--- config.mk ---
export PLATFORM = sky130hd
export DESIGN_NAME = display_top
export DESIGN_NICKNAME = d
export VERILOG_FILES = /design/src/source/disp_pkg.sv /design/src/source/disp_ifs.sv /design/src/source/dec_formatter.sv /design/src/source/disp_cmd_decode.sv /design/src/source/disp_sequencer.sv /design/src/source/display_top.sv /design/src/source/uart_tx.sv
export SDC_FILE = /design/constraint.sdc
export NUM_CORES = 1
export LEC_CHECK = 0
export BUFFER_PORTS_ARGS = -buffer_cell sky130_fd_sc_hd__buf_4
export CAP_MARGIN = 20
export CORE_UTILIZATION = 40
export DETAILED_ROUTE_END_ITERATION = 12
export SLEW_MARGIN = 20
export SYNTH_ARGS = -nofsm -noshare
export SYNTH_HDL_FRONTEND = slang
export SYNTH_SLANG_ARGS = --single-unit
--- constraint.sdc ---
create_clock -name clk -period 11.7 [get_ports clk]
set_input_delay 2.34 -clock clk [delete_from_list [all_inputs] [get_ports clk]]
set_output_delay 2.34 -clock clk [all_outputs]
set_load 0.01 [all_outputs]
--- src/source/disp_pkg.sv ---
package disp_pkg;

    // ============================================================
    // widths that carry a meaning
    // ============================================================
    typedef logic [31:0] data_t;   // storage word / printable value
    typedef logic [8:0]  addr_t;   // storage word address
    typedef logic [7:0]  dim_t;    // row or column count
    typedef logic [7:0]  char_t;   // one ascii byte

    // command modes, anything else is rejected by the decoder
    typedef enum logic [2:0] {
        MODE_MATRIX = 3'd0,
        MODE_SCALAR = 3'd4
    } disp_mode_e;

    // what the formatter is asked to print
    typedef enum logic {
        FMT_NUMBER = 1'b0,
        FMT_CHAR   = 1'b1
    } fmt_kind_e;

    // ============================================================
    // characters and sizes
    // ============================================================
    localparam char_t ASC_SPACE = 8'h20;
    localparam char_t ASC_CR    = 8'h0D;
    localparam char_t ASC_LF    = 8'h0A;

    localparam int MAX_DIGITS = 10;   // 4294967295 has ten digits

endpackage

--- src/source/disp_ifs.sv ---
// command from the decoder to the sequencer
interface disp_cmd_if
    import disp_pkg::*;
();
    logic       start;      // one-cycle pulse
    disp_mode_e mode;
    dim_t       rows;
    dim_t       cols;
    addr_t      base;
    data_t      value;      // scalar to print
    logic       finished;   // one-cycle pulse back

    modport decode (output start, mode, rows, cols, base, value, input finished);
    modport seq    (input start, mode, rows, cols, base, value, output finished);
endinterface

// format items from the sequencer to the decimal formatter
interface disp_fmt_if
    import disp_pkg::*;
();
    logic      item_start;   // one-cycle pulse
    fmt_kind_e item_kind;
    data_t     item_value;
    char_t     item_char;
    logic      item_pad;     // pad number to the column width
    logic      item_done;    // last byte handed to the uart

    modport seq (output item_start, item_kind, item_value, item_char, item_pad,
                 input item_done);
    modport fmt (input item_start, item_kind, item_value, item_char, item_pad,
                 output item_done);
endinterface

--- src/source/dec_formatter.sv ---
module dec_formatter
    import disp_pkg::*;
#(
    parameter int COL_WIDTH = 6
) (
    input  logic    clk,
    input  logic    rst_n,
    disp_fmt_if.fmt fmt,
    input  logic    i_tx_busy,
    output logic    o_tx_start,
    output char_t   o_tx_data
);

    localparam int    PTR_W    = $clog2(MAX_DIGITS);
    localparam int    CNT_W    = $clog2(COL_WIDTH + MAX_DIGITS + 1);
    localparam char_t ASC_ZERO = 8'h30;

    typedef enum logic [2:0] {F_IDLE, F_CONV, F_DIGIT, F_PAD, F_CHAR} state_e;

    state_e           state;
    data_t            rem;                   // value still to split
    char_t            dig_buf [MAX_DIGITS];  // lsd at index 0
    logic [PTR_W-1:0] ptr;
    logic [CNT_W-1:0] out_cnt;               // bytes sent for this number
    logic             tx_ready;
    logic             pad_more;

    // no strobe on back-to-back cycles, busy shows up one cycle late
    assign tx_ready = !i_tx_busy && !o_tx_start;
    assign pad_more = fmt.item_pad && (out_cnt + 1'b1 < CNT_W'(COL_WIDTH));

    // ============================================================
    // digit extraction, one digit per cycle
    // ============================================================
    always_ff @(posedge clk) begin
        if (state == F_IDLE && fmt.item_start) begin
            rem <= fmt.item_value;
        end else if (state == F_CONV) begin
            dig_buf[ptr] <= char_t'(rem % 32'd10) + ASC_ZERO;
            rem          <= rem / 32'd10;
        end
    end

    always_ff @(posedge clk or negedge rst_n) begin
        if (!rst_n) begin
            state         <= F_IDLE;
            ptr           <= '0;
            out_cnt       <= '0;
            o_tx_start    <= 1'b0;
            o_tx_data     <= '0;
            fmt.item_done <= 1'b0;
        end else begin
            o_tx_start    <= 1'b0;
            fmt.item_done <= 1'b0;
            case (state)
                F_IDLE: begin
                    if (fmt.item_start) begin
                        ptr     <= '0;
                        out_cnt <= '0;
                        state   <= (fmt.item_kind == FMT_CHAR) ? F_CHAR : F_CONV;
                    end
                end
                F_CONV: begin
                    if (rem >= 32'd10) ptr <= ptr + 1'b1;
                    else               state <= F_DIGIT;   // ptr on the msd
                end
                F_DIGIT: begin
                    if (tx_ready) begin
                        o_tx_start <= 1'b1;
                        o_tx_data  <= dig_buf[ptr];
                        out_cnt    <= out_cnt + 1'b1;
                        if (ptr != '0) begin
                            ptr <= ptr - 1'b1;
                        end else if (pad_more) begin
                            state <= F_PAD;
                        end else begin
                            fmt.item_done <= 1'b1;
                            state         <= F_IDLE;
                        end
                    end
                end
                F_PAD: begin
                    if (tx_ready) begin
                        o_tx_start <= 1'b1;
                        o_tx_data  <= ASC_SPACE;
                        out_cnt    <= out_cnt + 1'b1;
                        if (!pad_more) begin
                            fmt.item_done <= 1'b1;
                            state         <= F_IDLE;
                        end
                    end
                end
                F_CHAR: begin
                    if (tx_ready) begin
                        o_tx_start    <= 1'b1;
                        o_tx_data     <= fmt.item_char;   // held by the sequencer
                        fmt.item_done <= 1'b1;
                        state         <= F_IDLE;
                    end
                end
                default: state <= F_IDLE;
            endcase
        end
    end

    a_tx_gate: assert property (@(posedge clk) disable iff (!rst_n)
        o_tx_start |-> !i_tx_busy)
        else $error("byte strobed while the uart is busy");

endmodule

--- src/source/disp_cmd_decode.sv ---
module disp_cmd_decode
    import disp_pkg::*;
(
    input  logic       clk,
    input  logic       rst_n,
    input  logic       i_en,
    input  logic [2:0] i_mode,
    input  dim_t       i_rows,
    input  dim_t       i_cols,
    input  addr_t      i_base_addr,
    input  data_t      i_scalar,
    input  logic       i_tx_busy,
    output logic       o_done,
    disp_cmd_if.decode cmd
);

    typedef enum logic [1:0] {ST_IDLE, ST_RUN, ST_DRAIN, ST_DONE} state_e;

    state_e state;
    logic   mode_ok;

    assign mode_ok = (i_mode == MODE_MATRIX) || (i_mode == MODE_SCALAR);

    // command fields, frozen until the next command
    always_ff @(posedge clk) begin
        if (state == ST_IDLE && i_en) begin
            cmd.mode  <= disp_mode_e'(i_mode);
            cmd.rows  <= i_rows;
            cmd.cols  <= i_cols;
            cmd.base  <= i_base_addr;
            cmd.value <= i_scalar;
        end
    end

    always_ff @(posedge clk or negedge rst_n) begin
        if (!rst_n) begin
            state     <= ST_IDLE;
            cmd.start <= 1'b0;
            o_done    <= 1'b0;
        end else begin
            cmd.start <= 1'b0;
            case (state)
                ST_IDLE: begin
                    if (i_en) begin
                        cmd.start <= mode_ok;   // bad mode prints nothing
                        state     <= mode_ok ? ST_RUN : ST_DONE;
                    end
                end
                ST_RUN:   if (cmd.finished) state <= ST_DRAIN;
                ST_DRAIN: if (!i_tx_busy) state <= ST_DONE;   // last stop bit gone
                ST_DONE: begin
                    o_done <= i_en;   // held until enable drops
                    if (!i_en) state <= ST_IDLE;
                end
                default: state <= ST_IDLE;
            endcase
        end
    end

    a_matrix_dims: assert property (@(posedge clk) disable iff (!rst_n)
        (cmd.start && cmd.mode == MODE_MATRIX) |-> (cmd.rows != '0 && cmd.cols != '0))
        else $error("matrix command with a zero dimension");

endmodule

--- src/source/disp_sequencer.sv ---
module disp_sequencer
    import disp_pkg::*;
(
    input  logic    clk,
    input  logic    rst_n,
    output addr_t   o_rd_addr,
    input  data_t   i_rd_data,
    disp_cmd_if.seq cmd,
    disp_fmt_if.seq fmt
);

    typedef enum logic [3:0] {
        S_IDLE,
        S_LEAD_CR,   // leading line break
        S_LEAD_LF,
        S_ADDR,      // address out, storage busy
        S_FETCH,
        S_NUM,       // number item open
        S_SEP,       // space between elements
        S_EOL_CR,
        S_EOL_LF
    } state_e;

    state_e state;
    dim_t   row;
    dim_t   col;
    logic   last_col;
    logic   last_row;
    logic   scalar;

    assign last_col = (col == dim_t'(cmd.cols - 1'b1));
    assign last_row = (row == dim_t'(cmd.rows - 1'b1));
    assign scalar   = (cmd.mode == MODE_SCALAR);

    always_ff @(posedge clk or negedge rst_n) begin
        if (!rst_n) begin
            state          <= S_IDLE;
            o_rd_addr      <= '0;
            row            <= '0;
            col            <= '0;
            cmd.finished   <= 1'b0;
            fmt.item_start <= 1'b0;
            fmt.item_kind  <= FMT_CHAR;
            fmt.item_value <= '0;
            fmt.item_char  <= '0;
            fmt.item_pad   <= 1'b0;
        end else begin
            fmt.item_start <= 1'b0;
            cmd.finished   <= 1'b0;
            case (state)
                S_IDLE: begin
                    if (cmd.start) begin
                        row            <= '0;
                        col            <= '0;
                        o_rd_addr      <= cmd.base;   // running address starts here
                        fmt.item_start <= 1'b1;
                        fmt.item_pad   <= 1'b0;
                        if (scalar) begin
                            fmt.item_kind  <= FMT_NUMBER;
                            fmt.item_value <= cmd.value;
                            state          <= S_NUM;
                        end else begin
                            fmt.item_kind <= FMT_CHAR;
                            fmt.item_char <= ASC_CR;
                            state         <= S_LEAD_CR;
                        end
                    end
                end
                S_LEAD_CR: begin
                    if (fmt.item_done) begin
                        fmt.item_start <= 1'b1;
                        fmt.item_char  <= ASC_LF;
                        state          <= S_LEAD_LF;
                    end
                end
                S_LEAD_LF: if (fmt.item_done) state <= S_ADDR;
                S_ADDR:    state <= S_FETCH;   // storage answers two edges later
                S_FETCH: begin
                    fmt.item_start <= 1'b1;
                    fmt.item_kind  <= FMT_NUMBER;
                    fmt.item_value <= i_rd_data;
                    fmt.item_pad   <= 1'b1;
                    state          <= S_NUM;
                end
                S_NUM: begin
                    if (fmt.item_done) begin
                        fmt.item_start <= 1'b1;
                        fmt.item_kind  <= FMT_CHAR;
                        if (scalar || last_col) begin
                            fmt.item_char <= ASC_CR;
                            state         <= S_EOL_CR;
                        end else begin
                            fmt.item_char <= ASC_SPACE;
                            state         <= S_SEP;
                        end
                    end
                end
                S_SEP: begin
                    if (fmt.item_done) begin
                        col       <= col + 1'b1;
                        o_rd_addr <= o_rd_addr + 1'b1;
                        state     <= S_ADDR;
                    end
                end
                S_EOL_CR: begin
                    if (fmt.item_done) begin
                        fmt.item_start <= 1'b1;
                        fmt.item_char  <= ASC_LF;
                        state          <= S_EOL_LF;
                    end
                end
                S_EOL_LF: begin
                    if (fmt.item_done) begin
                        if (scalar || last_row) begin
                            cmd.finished <= 1'b1;
                            state        <= S_IDLE;
                        end else begin
                            row       <= row + 1'b1;
                            col       <= '0;
                            o_rd_addr <= o_rd_addr + 1'b1;
                            state     <= S_ADDR;
                        end
                    end
                end
                default: state <= S_IDLE;
            endcase
        end
    end

    // one item in flight between sequencer and formatter
    a_one_item: assert property (@(posedge clk) disable iff (!rst_n)
        fmt.item_start |=> (!fmt.item_start throughout fmt.item_done[->1]))
        else $error("new format item before the previous one completed");

endmodule

--- src/source/display_top.sv ---
module display_top
    import disp_pkg::*;
#(
    parameter int CLKS_PER_BIT = 217,   // 25 MHz at 115200 baud
    parameter int COL_WIDTH    = 6
) (
    input  logic       clk,
    input  logic       rst_n,
    input  logic       i_en,
    input  logic [2:0] i_mode,
    input  dim_t       i_rows,
    input  dim_t       i_cols,
    input  addr_t      i_base_addr,
    input  data_t      i_scalar,
    input  data_t      i_rd_data,
    output addr_t      o_rd_addr,
    output logic       o_tx,
    output logic       o_done
);

    logic  tx_start;
    char_t tx_data;
    logic  tx_busy;

    disp_cmd_if cmd_if ();
    disp_fmt_if fmt_if ();

    disp_cmd_decode u_decode (
        .clk         (clk),
        .rst_n       (rst_n),
        .i_en        (i_en),
        .i_mode      (i_mode),
        .i_rows      (i_rows),
        .i_cols      (i_cols),
        .i_base_addr (i_base_addr),
        .i_scalar    (i_scalar),
        .i_tx_busy   (tx_busy),
        .o_done      (o_done),
        .cmd         (cmd_if.decode)
    );

    disp_sequencer u_seq (
        .clk       (clk),
        .rst_n     (rst_n),
        .o_rd_addr (o_rd_addr),
        .i_rd_data (i_rd_data),
        .cmd       (cmd_if.seq),
        .fmt       (fmt_if.seq)
    );

    dec_formatter #(.COL_WIDTH(COL_WIDTH)) u_fmt (
        .clk        (clk),
        .rst_n      (rst_n),
        .fmt        (fmt_if.fmt),
        .i_tx_busy  (tx_busy),
        .o_tx_start (tx_start),
        .o_tx_data  (tx_data)
    );

    uart_tx #(.CLKS_PER_BIT(CLKS_PER_BIT)) u_uart (
        .clk     (clk),
        .rst_n   (rst_n),
        .i_start (tx_start),
        .i_data  (tx_data),
        .o_tx    (o_tx),
        .o_busy  (tx_busy)
    );

endmodule

--- src/source/uart_tx.sv ---
module uart_tx
    import disp_pkg::*;
#(
    parameter int CLKS_PER_BIT = 217
) (
    input  logic  clk,
    input  logic  rst_n,
    input  logic  i_start,
    input  char_t i_data,
    output logic  o_tx,
    output logic  o_busy
);

    localparam int CNT_W = $clog2(CLKS_PER_BIT + 1);

    typedef enum logic [1:0] {U_IDLE, U_START, U_DATA, U_STOP} state_e;

    state_e           state;
    logic [CNT_W-1:0] clk_cnt;
    logic [2:0]       bit_idx;
    char_t            shreg;     // frame payload
    logic             bit_end;

    assign bit_end = (clk_cnt == CNT_W'(CLKS_PER_BIT - 1));

    always_ff @(posedge clk) begin
        if (state == U_IDLE && i_start) shreg <= i_data;
    end

    always_ff @(posedge clk or negedge rst_n) begin
        if (!rst_n) begin
            state   <= U_IDLE;
            clk_cnt <= '0;
            bit_idx <= '0;
            o_tx    <= 1'b1;   // line idles high
            o_busy  <= 1'b0;
        end else begin
            if (state != U_IDLE) clk_cnt <= bit_end ? '0 : clk_cnt + 1'b1;
            case (state)
                U_IDLE: begin
                    if (i_start) begin
                        o_tx   <= 1'b0;   // start bit
                        o_busy <= 1'b1;
                        state  <= U_START;
                    end
                end
                U_START: begin
                    if (bit_end) begin
                        o_tx    <= shreg[0];
                        bit_idx <= '0;
                        state   <= U_DATA;
                    end
                end
                U_DATA: begin
                    if (bit_end) begin
                        if (bit_idx == 3'd7) begin
                            o_tx  <= 1'b1;   // stop bit
                            state <= U_STOP;
                        end else begin
                            o_tx    <= shreg[bit_idx + 3'd1];   // lsb first
                            bit_idx <= bit_idx + 3'd1;
                        end
                    end
                end
                U_STOP: begin
                    if (bit_end) begin
                        o_busy <= 1'b0;
                        state  <= U_IDLE;
                    end
                end
                default: state <= U_IDLE;
            endcase
        end
    end

    a_no_overrun: assert property (@(posedge clk) disable iff (!rst_n)
        i_start |-> !o_busy)
        else $error("uart start while a frame is in progress");

endmodule

# [Word-level counts from Yosys, hierarchy flattened]
# Memory sizes are Yosys's and may differ from the RTL's.
# Index checks and enable logic that the tools add are counted.
# W data, S select, Z words.
[classes] reduce_logical=50 n_mux=107 div=2 order_cmp=3 n_eq_ne=55 addsub=11
[op_table] cell="$mux W32" n=4
[op_table] cell="$mux W8" n=14
[op_table] cell="$pmux W8 S3" n=3
[op_table] cell="$pmux W32 S2" n=1
[op_table] cell="$mux W4" n=10
[op_table] cell="$mux W3" n=12
[op_table] cell="$mux W9" n=4
[op_table] cell="$ne A2 B1 Y1 const B" n=18
[op_table] cell="$div A32 B4 Y32 const B" n=1
[op_table] cell="$ge A32 B4 Y1 const B" n=1
[op_table] cell="$mod A32 B4 Y32 const B" n=1
[op_table] cell="$pmux W4 S8" n=1
[op_table] cell="$mux W1" n=28
[op_table] cell="$pmux W9 S3" n=1
[op_table] cell="$ne A2 B2 Y1 const B" n=13
[op_table] cell="$add A8 B1 Y8 const B" n=3
[op_table] cell="$mux W2" n=12
[op_table] cell="$reduce_and A4 Y1" n=5
[op_table] cell="$reduce_and A5 Y1" n=4
[op_table] cell="$reduce_bool A3 Y1" n=6
[op_table] cell="$eq A4 B3 Y1 const B" n=4
[op_table] cell="$eq A8 B8 Y1" n=2
[op_table] cell="$pmux W2 S4" n=2
[op_table] cell="$pmux W8 S2" n=1
[op_table] cell="41 further kinds" n=77
[totals] word_cells=260 inputBits=95 memories=1 out_inout_bits=11 ram_bits=80 register_bits=214
[mem_list] name="u_fmt.dig_buf" depth=10 word_bits=8 rd=1 rd_ports_with_merged_regs=0 wr=1 line="dec_formatter.sv:22" source="char_t dig_buf [MAX_DIGITS];"

# [Longest topological paths before layout]
[depth] depth_word=7 depth_mapped=46 ltp_nobuf=37

# [Modules after synthesis]
# Synthesis repeated with hierarchy kept, for this count alone.
[unflattened] cells_unflattened=1902 hier_area_um2=18696.7
[by_module_without_submodules] module="dec_formatter" area_each_um2=11402.2 cells_per_inst=1259 seq_area_each_um2=3913.8 instances=1
[by_module_without_submodules] module="disp_sequencer" area_each_um2=4038.9 cells_per_inst=457 seq_area_each_um2=1727.9 instances=1
[by_module_without_submodules] module="disp_cmd_decode" area_each_um2=2055.7 cells_per_inst=84 seq_area_each_um2=1901.8 instances=1
[by_module_without_submodules] module="uart_tx" area_each_um2=1199.9 cells_per_inst=102 seq_area_each_um2=616.8 instances=1

# [Worst setup path before layout]
# No wires, ideal clock.
[synth_timing] path_type="flip-flop to flip-flop" from="register u_fmt.rem[27]" to="memory u_fmt.dig_buf[0][2] in the netlist's numbering (data pin)" required_ps=11388 period_less_slack_ps=10763 arrival_time_ps=10451 stages_incl_launch_ff=43 path_buffers=5 setup_ps=312 setup_slack_ps=937 cell_sequence="edfxtp_1 buf_6 buf_6 nor3b_1 o22ai_1 and3_1 clkbuf_2 o211a_2 a2111oi_1 nor2_1 a21boi_4 or4_1 o211ai_2 nor3_1 a32o_1 or4_4 xnor2_1 a211oi_1 (+7 left out) a31oi_1 nor2_1 or2_0 buf_6 mux2_4 or4_1 buf_4 o21bai_1 a2111oi_4 o21ai_2 mux2i_1 or4_1 o31ai_1 o21a_1 nor2_4 mux2i_1 a2111oi_0 o22ai_1"
[synth_between] elab_chain_len=2
[synth_rtl] element="from (decl)" line="dec_formatter.sv:21" source="data_t rem;"
[synth_rtl] element="from (signal assigned)" line="dec_formatter.sv:37" source="rem <= fmt.item_value;"
[synth_rtl] element="from (signal assigned)" line="dec_formatter.sv:40" source="rem <= rem / 32'd10;"
[synth_rtl] element="$mod A32 B4 Y32" line="dec_formatter.sv:39" source="dig_buf[ptr] <= char_t'(rem % 32'd10) + ASC_ZERO;"
[synth_rtl] element="$add A8 B6 Y8" line="dec_formatter.sv:39"
[synth_rtl] element="to (decl)" line="dec_formatter.sv:22"
# Every way passes these cells.

# [Final worst setup path]
[layout_timing] from="register u_fmt.rem[28]" to="memory u_fmt.dig_buf[0][2] in the netlist's numbering (data pin)"
# Same word-level chain as after synthesis.

==> qor.csv <==
stage,metric,value,unit
outcome,status,completed,
sta,finalCriticalPeriod,11.24,ns
power,power_density,101,nW/µm²
clock_tree,holdBufCountCts,0,
clock_tree,clockBufferDepth,3,
synthesis,synthSimpleGateAreaFrac,0.176,
synthesis,synthFlopType,edfxtp_1,
routing,top_layer,met4,
die,start_util,0.409,
synthesis,synth_compound_area_frac,0.212,
power,ir_drop,0.0976,mV
synthesis,synthCells,1798,
final_layout,final-seq-area,8160,µm²
worst_setup_path,reg2reg_depth,42,
final_layout,drive_gt1_frac,0.219,
worst_setup_path,crit_type,reg2reg,
final_layout,antennaDiodeCount,0,
worst_setup_path,cp-startpoint,u_fmt.rem[28],
synthesis,synth_cell_type_count,122,
clock_tree,clock-sinks,290,
sta,fin_ws,0.457,ns
routing,wire_per_inst,18.0,µm
clock_tree,cts_made_buffers,35,
worst_setup_path,startpoint_type,flop,
synthesis,yosysWarningCount,0,
worst_setup_path,arrival,11.54,ns
worst_setup_path,critPathMaxStageDelay,0.59,ns
sta,finalHoldViolations,0,
worst_setup_path,path_max_fanout,11,
sta,fmax,88.9,MHz
final_layout,nFillCells,4056,
place,hpwl,32200,µm
global_route,grt_pass1_vias,14555,
worst_setup_path,r2r-start,u_fmt.rem[28],
synthesis,synth_mux_area_frac,0.0608,
worst_setup_path,end_kind,flop,
clock_tree,cts-htree-levels,2,
worst_setup_path,reg2reg_slack,0.46,ns
min_path,hold_class,reg2reg,
routing,met1_length,21100,µm
sta,worst_pin_slew,1.13,ns
clock_tree,cts_tree,yes,
run,maxCapViolCount,0,
global_route,grt_pass1_wl,75400,µm
routing,met3_wirelength,2250,µm
die,die_x,213,µm
global_route,grt_start_max_net_pins,76,
synthesis,ys_ff_latch,290,
routing,drtAntennaViolNets,0,
routing,wirelength,46900,µm
routing,dr_total_vias,14921,
sta,setup_viol,0,
global_route,grt.overflow.total,0,
clock_tree,cts-root-buf,clkbuf_16,
synthesis,synth_area,17800,µm²
worst_setup_path,cp.required,11.99,ns
worst_setup_path,path_common_cell,buf_4,
place,io_buffers,105,
final_layout,synthToLayoutAreaGrowth,20.2,%
routing,drt-initial-drc-count,1113,
power,leakagePower,8.19,nW
synthesis,post_synth.cell_area_avg,9.92,µm²
routing,viasPerCell,5.74,
global_route,track_usage,0.208,
place,gp_congestion,0.919,
routing,wl_met2,22300,µm
synthesis,synth_xor_area_frac,0.0304,
sta,post-route-period-util,0.961,
die,die_y,213,µm
die,pin_count,106,
worst_setup_path,cp_slowest_cell,or4_4,
sta,maxSlewViolCount,0,
sta,worst_hold_slack,0.453,ns
global_route,antenna_found_initial,0,
synthesis,synth_top_family_by_area,compound AO/OA/AOI/OAI gates,
synthesis,synth-edff-count,180,
routing,drc,0,
worst_setup_path,crit_end,u_fmt.dig_buf[0][2],
sta,slew_headroom,0.246,
clock_tree,clk_pin_slew,0.06,ns
synthesis,seq_area_frac_synth,0.458,
synthesis,synthAdderAreaFrac,0.0198,
clock_tree,clkLatencyLatePin,0.55,ns
routing,drt_pre_antenna_iters,5,
worst_setup_path,r2r_end,u_fmt.dig_buf[0][2],
die,num_rows,76,
place,place_ws,-0.0479,ns
sta,skew,0.0148,ns
die,dieArea,45400,µm²
synthesis,async_reset_ff_frac,0.379,
die,core-area,43600,µm²
final_layout,nets,2104,
sta,fin_tns_setup,0,ns
final_layout,multiInputGateArea,9330,µm²
state kept, by name, indices dropped and copies added, names as in the netlist, 4 cells and up:
name / count
u_fmt.dig_buf: 80
u_decode.cmd.value: 32
u_fmt.rem: 32
u_seq.fmt.item_value: 32
u_decode.cmd.base: 9
u_seq.o_rd_addr: 9
u_decode.cmd.cols: 8
u_decode.cmd.rows: 8
u_fmt.o_tx_data: 8
u_seq.col: 8
u_seq.row: 8
u_uart.clk_cnt: 8
u_uart.shreg: 8
u_fmt.out_cnt: 5
u_fmt.ptr: 4
u_seq.fmt.item_char: 4
u_seq.state: 4
how the worst min path moves through the flow:
stage | startpoint | end | slack, ns | cells past startpoint
floorplan | u_fmt.o_tx_data[0] | u_uart.shreg[0] | 0.42 | 0
global placement | u_fmt.o_tx_data[0] | u_uart.shreg[0] | 0.44 | 0
detailed placement | u_fmt.o_tx_data[1] | u_uart.shreg[1] | 0.44 | 0
CTS | u_fmt.o_tx_data[1] | u_uart.shreg[1] | 0.45 | 0
global route | u_fmt.o_tx_data[7] | u_uart.shreg[7] | 0.47 | 0
finish | u_fmt.o_tx_data[1] | u_uart.shreg[1] | 0.45 | 0
synthesized netlist by cell type, types with 9 or more instances:
library cell	n	area share
a2111oi_0	13	0.0064
a211oi_1	25	0.011
a21o_1	11	0.0046
a21oi_1	75	0.021
a22o_1	12	0.0059
a22oi_1	11	0.0046
a31oi_1	19	0.0067
and2_1	20	0.0070
and3_1	16	0.0056
buf_1	9	0.0019
buf_2	15	0.0042
buf_4	9	0.0038
clkbuf_1	80	0.017
dfrtp_1	108	0.15
edfxtp_1	180	0.30
ha_1	21	0.015
inv_1	50	0.011
mux2i_1	54	0.030
mux4_2	19	0.024
nand2_1	168	0.035
nand2b_1	20	0.0070
nand3_1	50	0.014
nand3b_1	10	0.0042
nand4_1	18	0.0063
nor2_1	159	0.033
nor2b_1	16	0.0056
nor3_1	49	0.014
nor4_1	20	0.0070
o2111ai_1	11	0.0054
o211ai_1	22	0.0093
o21a_1	9	0.0038
o21ai_0	140	0.039
o22ai_1	19	0.0067
o31ai_1	15	0.0063
or3_1	10	0.0035
or4_1	13	0.0055
xnor2_1	35	0.017
xor2_1	27	0.013
where the power goes:
group	internal (mW)	switching, mW	leakage [nW]
clock network	0.611	0.439	0.533
logic	0.0203	0.0159	4.70
registers	1.09	0	2.95
total	1.72	0.455	8.19
through the flow:
stage	utilization	cell area, µm²	std cells	power (mW)
after global routing	0.492	21400	2598	2.25
after global placement	0.455	19800	2509	1.14
after CTS	0.481	20900	2572	2.21
after floorplan	-	17900	1818	1.11
after detailed placement	0.455	19800	2509	1.14
final	0.492	21400	2598	2.17
cells in the final DEF (no fill, tap or decap), types with 11 or more instances in the layout:
cell,n
a31oi_1,17
inv_1,50
nand2b_1,20
conb_1,22
edfxtp_1,180
nand3_1,49
a211oi_1,23
nor2b_1,16
clkbuf_1,11
buf_4,246
nor2_1,155
nor4_1,19
dfrtp_1,108
o211ai_1,22
xnor2_1,29
or4_1,12
a21oi_1,72
nand4_1,18
and3_1,15
o21ai_0,138
o22ai_1,19
a22o_1,12
o31ai_1,14
nor3_1,46
a21o_1,11
nand2_1,166
ha_1,21
and2_1,18
xor2_1,26
clkbuf_16,35
mux2i_1,52
mux4_2,19
what timing repair did:
item | CTS | global route
gates resized for setup | 2 | 60
pin swaps | 0 | 14
buffers inserted | 0 | 25
cloned | 0 | 1
setup endpoints to repair | 20 | 33
layer usage:
metal	vias up	track usage
li1	7189	-
met3	70	0.0343
met4	0	0.0788
met2	388	0.341
met5	-	0
met1	7274	0.274
cell type report:
class | count | share of cell area
Sequential cell | 290 | 0.381
Clock buffer | 47 | 0.0434
Multi-Input combinational cell | 1351 | 0.435
Inverter | 58 | 0.0102
Timing Repair Buffer | 251 | 0.0890
Clock inverter | 16 | 0.00753
Tap cell | 585 | 0.0341
kinds of logic (layout without fill, tap and decap cells):
| family | Yosys count | after routing |
|---|---|---|
| fa+ha+maj | 29 | 29 |
| mux | 83 | 83 |
| buf+inv | 178 | 372 |
| compound gates | 527 | 528 |
| flops | 290 | 290 |
| simple gates | 627 | 627 |
| other cells | 2 | 22 |
| xor+xnor | 62 | 62 |
worst max-delay path: cells and delay by family (launching register included):
kind / cells / cell delay [ns]
compound gates: 20 / 5.14
buf+inv: 5 / 0.87
xor+xnor: 1 / 0.18
mux: 1 / 0.13
simple gates: 15 / 4.14
flops: 1 / 0.46
Note: power is estimated with default switching activity, not from simulation.
